`src/rtl/alu_pkg.sv`:
```
package alu_pkg;

   ////////////////////////////////////////////////////////////
   // Datapath geometry
   ////////////////////////////////////////////////////////////

   localparam int dp_width   = 40;   // Two sign bits, 36 data, two pad
   localparam int half_width = 20;   // Left or right half
   localparam int bus_width  = 36;

   // Register file
   localparam int rf_depth      = 16;
   localparam int rf_addr_width = 4;

endpackage

```
`src/rtl/crom_pkg.sv`:
```
package crom_pkg;

   ////////////////////////////////////////////////////////////
   // Microword fields
   ////////////////////////////////////////////////////////////

   typedef enum logic [2:0] {
      fun_add   = 3'd0,   // R + S + ci
      fun_subr  = 3'd1,   // R - S
      fun_subs  = 3'd2,   // S - R
      fun_orrs  = 3'd3,
      fun_andrs = 3'd4,
      fun_notrs = 3'd5,   // ~R & S
      fun_exor  = 3'd6,
      fun_exnor = 3'd7
   } alu_fun_e;

   // Operand pair named as R,S
   typedef enum logic [2:0] {
      src_aq = 3'd0,
      src_ab = 3'd1,
      src_zq = 3'd2,
      src_zb = 3'd3,
      src_za = 3'd4,
      src_da = 3'd5,
      src_dq = 3'd6,
      src_dz = 3'd7
   } alu_src_e;

   typedef enum logic [2:0] {
      dst_qreg  = 3'd0,   // F to Q, no RAM write
      dst_nop   = 3'd1,
      dst_rama  = 3'd2,   // Y is A port
      dst_ramf  = 3'd3,
      dst_ramqd = 3'd4,   // RAM and Q shift down
      dst_ramd  = 3'd5,
      dst_ramqu = 3'd6,   // RAM and Q shift up
      dst_ramu  = 3'd7
   } alu_dst_e;

   typedef enum logic [2:0] {
      sh_norm = 3'd0,
      sh_zero = 3'd1,
      sh_ones = 3'd2,
      sh_rot  = 3'd3,
      sh_ashc = 3'd4,
      sh_lshc = 3'd5,
      sh_div  = 3'd6,
      sh_rotc = 3'd7
   } shstyle_e;

endpackage
```
`src/rtl/alu_slice.sv`:
```
module alu_slice (
   input  logic                              clk,
   input  logic                              rst,
   input  logic [0:alu_pkg::bus_width-1]     dbus,
   input  crom_pkg::alu_fun_e                fun,
   input  crom_pkg::alu_src_e                lsrc,
   input  crom_pkg::alu_src_e                rsrc,
   input  crom_pkg::alu_dst_e                dst,
   input  crom_pkg::shstyle_e                shstyle,
   input  logic                              clkl,
   input  logic                              clkr,
   input  logic [0:alu_pkg::rf_addr_width-1] aa,
   input  logic [0:alu_pkg::rf_addr_width-1] ba,
   input  logic                              ci,
   input  logic                              multi_shift,
   input  logic                              divide_shift,
   output logic [0:alu_pkg::bus_width-1]     t,
   output logic                              smear,
   output logic                              co,
   output logic                              ovfl,
   output logic                              sign,
   output logic                              lz,
   output logic                              hz
);

   logic [0:alu_pkg::dp_width-1] a_data;
   logic [0:alu_pkg::dp_width-1] b_data;
   logic [0:alu_pkg::dp_width-1] q_data;
   logic [0:alu_pkg::dp_width-1] f;
   logic [0:alu_pkg::dp_width-1] y;
   logic [0:alu_pkg::dp_width-1] wdata;   // RAM shifter output
   logic                         wr_en;

   ////////////////////////////////////////////////////////////
   // Datapath blocks
   ////////////////////////////////////////////////////////////

   alu_regfile u_regfile (.clk, .rst, .aa, .ba, .wr_en, .clkl, .clkr, .wdata,
                          .a_data, .b_data);

   alu_operand_core u_core (.a_data, .b_data, .q_data, .dbus, .lsrc, .rsrc, .fun,
                            .dst, .ci, .f, .y, .co, .ovfl, .sign, .lz, .hz);

   alu_ram_shifter u_shifter (.f, .y, .q_data, .dst, .shstyle, .sign,
                              .multi_shift, .wdata, .wr_en);

   alu_q_register u_qreg (.clk, .rst, .clkl, .clkr, .dst, .shstyle, .f,
                          .divide_shift, .q_data);

   // Drop the two pad bits on each side
   assign smear = y[1];
   assign t     = y[2:alu_pkg::bus_width+1];

endmodule

```
`src/rtl/alu_q_register.sv`:
```
module alu_q_register (
   input  logic                         clk,
   input  logic                         rst,
   input  logic                         clkl,
   input  logic                         clkr,
   input  crom_pkg::alu_dst_e           dst,
   input  crom_pkg::shstyle_e           shstyle,
   input  logic [0:alu_pkg::dp_width-1] f,
   input  logic                         divide_shift,
   output logic [0:alu_pkg::dp_width-1] q_data
);

   logic [0:alu_pkg::dp_width-1] q_next;
   logic [0:1]                   half_en;
   logic                         up_fill;
   logic                         dn_bit3;

   assign half_en = {clkl, clkr};

   ////////////////////////////////////////////////////////////
   // Q shifter
   ////////////////////////////////////////////////////////////

   always_comb
   begin
      case (shstyle)
         crom_pkg::sh_ones: up_fill = 1'b1;
         crom_pkg::sh_rot:  up_fill = q_data[4];
         crom_pkg::sh_div:  up_fill = divide_shift;   // Quotient bit
         crom_pkg::sh_rotc: up_fill = f[4];
         default:           up_fill = 1'b0;
      endcase
      case (shstyle)
         crom_pkg::sh_norm: dn_bit3 = f[2];
         crom_pkg::sh_zero: dn_bit3 = 1'b0;
         crom_pkg::sh_ones: dn_bit3 = 1'b1;
         crom_pkg::sh_rot:  dn_bit3 = q_data[alu_pkg::dp_width-1];
         default:           dn_bit3 = f[alu_pkg::dp_width-1];
      endcase

      case (dst)
         crom_pkg::dst_qreg:  q_next = f;
         crom_pkg::dst_ramqu: q_next = {q_data[1:alu_pkg::dp_width-1], up_fill};
         crom_pkg::dst_ramqd:
         begin
            if (shstyle == crom_pkg::sh_norm)
               q_next = {1'b0, f[0:alu_pkg::dp_width-2]};
            else
               q_next = {1'b0, q_data[0:alu_pkg::dp_width-2]};
            q_next[3] = dn_bit3;
         end
         default: q_next = q_data;   // Hold
      endcase
   end

   for (genvar h = 0; h < 2; h++)
   begin : g_half
      always_ff @(posedge clk or posedge rst)
      begin
         if (rst)
            q_data[h*alu_pkg::half_width +: alu_pkg::half_width] <= '0;
         else if (half_en[h])
            q_data[h*alu_pkg::half_width +: alu_pkg::half_width] <=
               q_next[h*alu_pkg::half_width +: alu_pkg::half_width];
      end
   end

   a_ctrl_known : assert property (@(posedge clk) disable iff (rst)
      (clkl || clkr) |-> !$isunknown({dst, shstyle}));

endmodule

```
`src/rtl/alu_ram_shifter.sv`:
```
module alu_ram_shifter (
   input  logic [0:alu_pkg::dp_width-1] f,
   input  logic [0:alu_pkg::dp_width-1] y,
   input  logic [0:alu_pkg::dp_width-1] q_data,
   input  crom_pkg::alu_dst_e           dst,
   input  crom_pkg::shstyle_e           shstyle,
   input  logic                         sign,
   input  logic                         multi_shift,
   output logic [0:alu_pkg::dp_width-1] wdata,
   output logic                         wr_en
);

   logic up;
   logic down;
   logic up_fill;    // Enters at bit 39
   logic up_mark;    // Y bit 0 replaces bit 3
   logic dn_bit3;

   assign up   = (dst == crom_pkg::dst_ramqu) || (dst == crom_pkg::dst_ramu);
   assign down = (dst == crom_pkg::dst_ramqd) || (dst == crom_pkg::dst_ramd);

   // Every destination but Q load and nop writes RAM
   assign wr_en = (dst != crom_pkg::dst_qreg) && (dst != crom_pkg::dst_nop);

   assign up_mark = !(shstyle inside {crom_pkg::sh_norm, crom_pkg::sh_lshc, crom_pkg::sh_div});

   always_comb
   begin
      case (shstyle)
         crom_pkg::sh_norm: up_fill = multi_shift;
         crom_pkg::sh_zero: up_fill = 1'b0;
         crom_pkg::sh_ones: up_fill = 1'b1;
         crom_pkg::sh_rot:  up_fill = f[4];
         default:           up_fill = q_data[4];   // Ashc, lshc, div, rotc
      endcase
      case (shstyle)
         crom_pkg::sh_zero, crom_pkg::sh_lshc: dn_bit3 = 1'b0;
         crom_pkg::sh_ones, crom_pkg::sh_div:  dn_bit3 = 1'b1;
         crom_pkg::sh_rot:  dn_bit3 = f[alu_pkg::dp_width-1];
         crom_pkg::sh_rotc: dn_bit3 = q_data[alu_pkg::dp_width-1];
         default:           dn_bit3 = f[2];        // Plain shift
      endcase

      wdata = f;
      if (up)
      begin
         wdata = {f[1:alu_pkg::dp_width-1], up_fill};
         if (up_mark)
            wdata[3] = y[0];
      end
      else if (down)
      begin
         wdata    = {sign, f[0:alu_pkg::dp_width-2]};   // Sign enters at bit 0
         wdata[3] = dn_bit3;
      end
   end

endmodule

```
`src/rtl/alu_operand_core.sv`:
```
module alu_operand_core (
   input  logic [0:alu_pkg::dp_width-1]  a_data,
   input  logic [0:alu_pkg::dp_width-1]  b_data,
   input  logic [0:alu_pkg::dp_width-1]  q_data,
   input  logic [0:alu_pkg::bus_width-1] dbus,
   input  crom_pkg::alu_src_e            lsrc,
   input  crom_pkg::alu_src_e            rsrc,
   input  crom_pkg::alu_fun_e            fun,
   input  crom_pkg::alu_dst_e            dst,
   input  logic                          ci,
   output logic [0:alu_pkg::dp_width-1]  f,
   output logic [0:alu_pkg::dp_width-1]  y,
   output logic                          co,
   output logic                          ovfl,
   output logic                          sign,
   output logic                          lz,
   output logic                          hz
);

   logic [0:alu_pkg::dp_width-1] dd;   // Extended data bus
   logic [0:alu_pkg::dp_width-1] r;
   logic [0:alu_pkg::dp_width-1] s;
   logic [0:alu_pkg::dp_width]   res;  // Bit 0 is carry

   // R operand for one half
   function automatic logic [0:alu_pkg::half_width-1] pick_r(
      input crom_pkg::alu_src_e             src,
      input logic [0:alu_pkg::half_width-1] a,
      input logic [0:alu_pkg::half_width-1] d);
      case (src)
         crom_pkg::src_aq, crom_pkg::src_ab: pick_r = a;
         crom_pkg::src_zq, crom_pkg::src_zb, crom_pkg::src_za: pick_r = '0;
         default: pick_r = d;
      endcase
   endfunction

   // S operand for one half
   function automatic logic [0:alu_pkg::half_width-1] pick_s(
      input crom_pkg::alu_src_e             src,
      input logic [0:alu_pkg::half_width-1] a,
      input logic [0:alu_pkg::half_width-1] b,
      input logic [0:alu_pkg::half_width-1] q);
      case (src)
         crom_pkg::src_aq, crom_pkg::src_zq, crom_pkg::src_dq: pick_s = q;
         crom_pkg::src_ab, crom_pkg::src_zb: pick_s = b;
         crom_pkg::src_za, crom_pkg::src_da: pick_s = a;
         default: pick_s = '0;
      endcase
   endfunction

   assign dd = {{2{dbus[0]}}, dbus, 2'b00};   // Sign extend, pad right

   assign r = {pick_r(lsrc, a_data[0 +: 20], dd[0 +: 20]),
               pick_r(rsrc, a_data[20 +: 20], dd[20 +: 20])};
   assign s = {pick_s(lsrc, a_data[0 +: 20], b_data[0 +: 20], q_data[0 +: 20]),
               pick_s(rsrc, a_data[20 +: 20], b_data[20 +: 20], q_data[20 +: 20])};

   ////////////////////////////////////////////////////////////
   // Function unit
   ////////////////////////////////////////////////////////////

   always_comb
   begin
      case (fun)
         crom_pkg::fun_add:   res = {1'b0, r} + {1'b0, s} + ci;
         crom_pkg::fun_subr:  res = {1'b0, r} + {1'b0, ~s} + ci;
         crom_pkg::fun_subs:  res = {1'b0, s} + {1'b0, ~r} + ci;
         crom_pkg::fun_orrs:  res = {1'b0, r | s};
         crom_pkg::fun_andrs: res = {1'b0, r & s};
         crom_pkg::fun_notrs: res = {1'b0, ~r & s};
         crom_pkg::fun_exor:  res = {1'b0, r ^ s};
         default:             res = {1'b0, ~(r ^ s)};   // Exnor
      endcase
   end

   assign co   = res[0];
   assign f    = res[1:alu_pkg::dp_width];
   assign sign = f[0];
   assign ovfl = co != sign;
   assign lz   = f[0 +: alu_pkg::half_width] == '0;
   assign hz   = f[alu_pkg::half_width +: alu_pkg::half_width] == '0;

   assign y = (dst == crom_pkg::dst_rama) ? a_data : f;   // Destination mux

endmodule

```
`src/rtl/alu_regfile.sv`:
```
module alu_regfile (
   input  logic                              clk,
   input  logic                              rst,
   input  logic [0:alu_pkg::rf_addr_width-1] aa,
   input  logic [0:alu_pkg::rf_addr_width-1] ba,
   input  logic                              wr_en,
   input  logic                              clkl,
   input  logic                              clkr,
   input  logic [0:alu_pkg::dp_width-1]      wdata,
   output logic [0:alu_pkg::dp_width-1]      a_data,
   output logic [0:alu_pkg::dp_width-1]      b_data
);

   logic [0:1] half_en;   // Left half first

   assign half_en = {clkl, clkr};

   ////////////////////////////////////////////////////////////
   // One register array per half
   ////////////////////////////////////////////////////////////

   for (genvar h = 0; h < 2; h++)
   begin : g_half
      logic [0:alu_pkg::half_width-1] mem [0:alu_pkg::rf_depth-1];

      always_ff @(posedge clk or posedge rst)
      begin
         if (rst)
            for (int i = 0; i < alu_pkg::rf_depth; i++)
               mem[i] <= '0;
         else if (wr_en && half_en[h])
            mem[ba] <= wdata[h*alu_pkg::half_width +: alu_pkg::half_width];
      end

      // Asynchronous reads
      assign a_data[h*alu_pkg::half_width +: alu_pkg::half_width] = mem[aa];
      assign b_data[h*alu_pkg::half_width +: alu_pkg::half_width] = mem[ba];
   end

   // Write data must be clean before it lands in either half
   a_wdata_known : assert property (@(posedge clk) disable iff (rst)
      (wr_en && (clkl || clkr)) |-> !$isunknown(wdata));

endmodule

```
`config.mk`:
```
export PLATFORM = sky130hd
export DESIGN_NAME = alu_slice
export DESIGN_NICKNAME = d
export VERILOG_FILES = /design/src/rtl/alu_pkg.sv /design/src/rtl/crom_pkg.sv /design/src/rtl/alu_slice.sv /design/src/rtl/alu_q_register.sv /design/src/rtl/alu_ram_shifter.sv /design/src/rtl/alu_operand_core.sv /design/src/rtl/alu_regfile.sv
export SDC_FILE = /design/constraint.sdc
export NUM_CORES = 2
export LEC_CHECK = 0
export BUFFER_PORTS_ARGS = -buffer_cell sky130_fd_sc_hd__clkbuf_2
export CAP_MARGIN = 15
export CORE_MARGIN = 4
export CORE_UTILIZATION = 35
export CTS_BUF_LIST = sky130_fd_sc_hd__clkbuf_16
export DETAILED_ROUTE_END_ITERATION = 7
export PLACE_DENSITY_LB_ADDON = 0.08
export SYNTH_ARGS = -nofsm -noshare
export SYNTH_HDL_FRONTEND = slang
export SYNTH_SLANG_ARGS = --single-unit
```
`constraint.sdc`:
```
create_clock -name clk -period 54.1 [get_ports clk]
set_clock_uncertainty 0.1 [all_clocks]
set_input_delay 5.41 -clock clk [delete_from_list [all_inputs] [get_ports clk]]
set_output_delay 5.41 -clock clk [all_outputs]
set_load 0.02 [all_outputs]
```
==> summary.txt <==
Clock tree
  – # clock sinks: just under 700
  – Root Buffer: clkbuf_16
  – Maximum buffer depth of the clock tree: 3
  – CTS tree: done
  – Cts repair resizes: 0
  – Worst-path clk slew: roughly 0.060 ns
  – Num CTS Buffers: 77
  – H-tree depth: 3
  – Number of hold buffers added after CTS: 0
  – Post-CTS setup buffer count: 0
  – Clock Latency Late Sink: 0.67 ns

Global routing
  – GR Layer Usage met1: 0.411
  – First-pass GRT wire length: about 310000 um
  – GR met3 Demand/Resource: 0.0373
  – Grt met2 use: 0.447
  – Top Usage Layer GRT: met2
  – Number of global-route vias before repair: 41.6k
  – GRT Util Overall: 0.288
  – Initial antenna violation count: 2
  – Global route overflow: 0
  – Largest net degree at the start of global routing: around 150

Synthesis
  – Cell Area, Synth: between 40000 and 50000 sq um
  – Ys flop type: dfrtp_1
  – Synth Register Bits: 680
  – Post-Syn Nets: 5315
  – Post-synth ARST share: 1.00
  – Post-synth EDFFs: 0
  – Mapped Cells: 5085
  – Count of different cell masters after synthesis: 106
  – Sequential share of the synthesized area: 0.347
  – Synth Area per Inst: 9.64 sq um
  – Yosys warning total: 0

Drt
  – First-pass DRT Iterations: 6
  – DRC: 0
  – Wirelength per Cell: 31.0 um
  – Antenna viol nets, final: 0
  – Drt via density: 6.19
  – WL final: 215000 um
  – Drt initial violations: between 4k and 5k
  – Via count: 42.9k

Cells and area
  – Fill count: approximately 14k
  – Layout Cells excl Fill: around 6.9k
  – Share of layout cells above drive strength 1: 0.194
  – Commonest cells after routing, fill and taps aside: 759 x nand2_1, 680 x dfrtp_1, 601 x o21ai_0
  – Final nets: 5221
  – Area Overhead vs Synth: 9.57%
  – Commonest non-fill, non-tap cell in the layout: nand2_1

Placed design
  – Post-DP HPWL: between 150000 and 200000 um
  – Placed cell count: around 6.8k
  – GPL Wtd Cong: about 0.95
  – # port buffers: approximately 110

STA
  – Setup TNS: 0 ns
  – Fmax: 50.2 MHz
  – Count of pins over their slew limit: 0
  – Period utilisation layout: 0.368
  – Final setup fails: 0
  – Final Hold Viols: 0
  – Worst-margin pin slew: roughly 1.2 ns
  – RSZ-0062 raised after global routing: false
  – Slew headroom: 0.198
  – Crit path time final: 19.91 ns

Floorplan
  – Rows: 137
  – Area of the core: 139000 sq um
  – Chip width: between 300 and 400 um
  – Total Die Area: approximately 150000 sq um
  – # IOs: 108
  – Die height: 382 um
  – Initial Util: 0.352

Critical path
  – Setup crit start kind: input pin
  – Worst setup EP type: output port
  – Crit path kind: input pin to output port
  – Crit path DAT: about 14 ns
  – CP Max Fanout: 66
  – Req. time, crit path: around 49 ns

Pwr
  – Leakage power: approximately 22 nW
  – Power Dens Cells: around 44 nW/um^2
  – Max IR drop VDD: 0.0202 mV

Flow run
  – Max_cap viols: 0

Worst hold path
  – HP Class: flop to flop

Status
  – Outcome: completed
==> cell families (layout without fill, tap and decap cells) <==
logic type	after synthesis	in the layout	synth area share
adder cells (fa/ha/maj)	164	164	0.0428
buffers and inverters	551	517	0.0513
other	0	3	0
AND/OR/NAND/NOR	1430	1430	0.128
XOR/XNOR	41	41	0.00733
AO/OA/AOI/OAI	1590	1590	0.205
multiplexers	629	629	0.218
flip-flops	680	680	0.347
==> where the power goes <==
group | leakage, nW | internal, mW | switching, mW
combinational | 12.5 | 0.398 | 0.637
sequential | 8.66 | 0.673 | 0.133
clock | 1.30 | 0.320 | 0.226
total | 22.4 | 1.39 | 0.995
==> cell type report <==
type                            instances  area [sq um]  share of cell area
Tap cell                             1876          2350              0.0437
Multi-Input combinational cell       3854         29600               0.552
Clock buffer                           80          2000              0.0373
Antenna cell                            3          7.51            0.000140
Inverter                              135           515             0.00960
Sequential cell                       680         17000               0.317
Timing Repair Buffer                  243          1620              0.0302
Clock inverter                         59           566              0.0105
==> registers in the layout, summed over array words and instances (netlist names) <==
register              flops
u_qreg.q_data            40
u_regfile.g_half.mem    640
==> cells in the mapped netlist, types with 13 or more instances <==
cell / instances / share of area
a221o_1: 24 / 0.0049
mux2i_1: 108 / 0.022
nand2_1: 772 / 0.059
a211oi_1: 30 / 0.0046
and2_1: 26 / 0.0033
a221oi_1: 44 / 0.0079
nand2b_1: 30 / 0.0038
a31oi_1: 45 / 0.0057
buf_6: 17 / 0.0039
buf_2: 64 / 0.0065
or2_2: 19 / 0.0024
o211ai_1: 38 / 0.0058
o21ai_0: 602 / 0.061
ha_1: 158 / 0.040
nand4_1: 36 / 0.0046
o21ai_1: 60 / 0.0061
o21a_1: 31 / 0.0047
xnor2_1: 36 / 0.0064
o22ai_1: 49 / 0.0063
or3_1: 19 / 0.0024
nor4_1: 13 / 0.0017
o21bai_1: 17 / 0.0026
buf_1: 23 / 0.0018
buf_4: 37 / 0.0057
clkbuf_1: 260 / 0.020
nand3_1: 49 / 0.0050
dfrtp_1: 680 / 0.35
mux4_2: 320 / 0.15
a21o_1: 36 / 0.0055
a22oi_1: 41 / 0.0063
a211o_1: 19 / 0.0034
a21oi_1: 299 / 0.031
mux2_2: 189 / 0.043
nor2_1: 304 / 0.023
inv_1: 131 / 0.010
nor2b_1: 39 / 0.0050
o31ai_1: 30 / 0.0046
nor3b_1: 13 / 0.0020
a32oi_1: 13 / 0.0023
a2111oi_0: 15 / 0.0027
nor3_1: 50 / 0.0051
o221ai_1: 20 / 0.0036
==> worst max-delay path, stage by stage <==
cell,delay (ns)
buf_8,0.46
buf_4,0.81
buf_4,0.69
mux4_2,0.42
mux2i_1,0.22
o221ai_1,0.31
a21oi_1,0.60
inv_1,0.25
fa_1,0.51
a21o_1,0.23
a221oi_1,0.67
a221o_1,0.51
a21boi_0,0.26
or3_1,0.37
a31oi_1,0.21
o221ai_1,0.15
a21oi_1,0.60
o211ai_1,0.17
or4b_1,0.56
nor4_2,0.51
clkbuf_2,0.26
==> routing by layer <==
metal  share of wire  vias up
li1                -    18700
met1            0.45    22000
met2            0.45     1792
met3           0.064      397
met4           0.043        0
met5               0        -
==> per-stage QoR <==
| stage | total power, mW | hold WS, ns | setup WS (ns) | area [sq um] | util |
|---|---|---|---|---|---|
| after floorplan | 1.46 | 0.358 | 29.53 | 49000 | - |
| after global placement | 1.82 | 0.375 | 34.13 | 51100 | 0.367 |
| after detailed placement | 1.82 | 0.385 | 34.37 | 51100 | 0.367 |
| after CTS | 2.38 | 0.398 | 34.32 | 53700 | 0.385 |
| after global routing | 2.51 | 0.416 | 33.87 | 53700 | 0.385 |
| final | 2.39 | 0.396 | 34.19 | 53700 | 0.385 |
==> final timing paths <==
check                      slack, ns                                  endpoint  cells past startpoint                                startpoint
max                            34.19                                        lz                     21                                     ba[2]
min                             0.40  u_regfile.g_half[1].mem[108]$_DFFE_PP0P_                      2  u_regfile.g_half[1].mem[108]$_DFFE_PP0P_
max reg2reg                    46.59  u_regfile.g_half[0].mem[125]$_DFFE_PP0P_                     16  u_regfile.g_half[1].mem[161]$_DFFE_PP0P_
min reg2reg                     0.40  u_regfile.g_half[1].mem[108]$_DFFE_PP0P_                      2  u_regfile.g_half[1].mem[108]$_DFFE_PP0P_
max in group asynchronous      46.24  u_regfile.g_half[0].mem[134]$_DFFE_PP0P_                      5                                       rst
min in group asynchronous       4.75    u_regfile.g_half[1].mem[6]$_DFFE_PP0P_                      2                                       rst
Power figures use the tool's default switching activity.
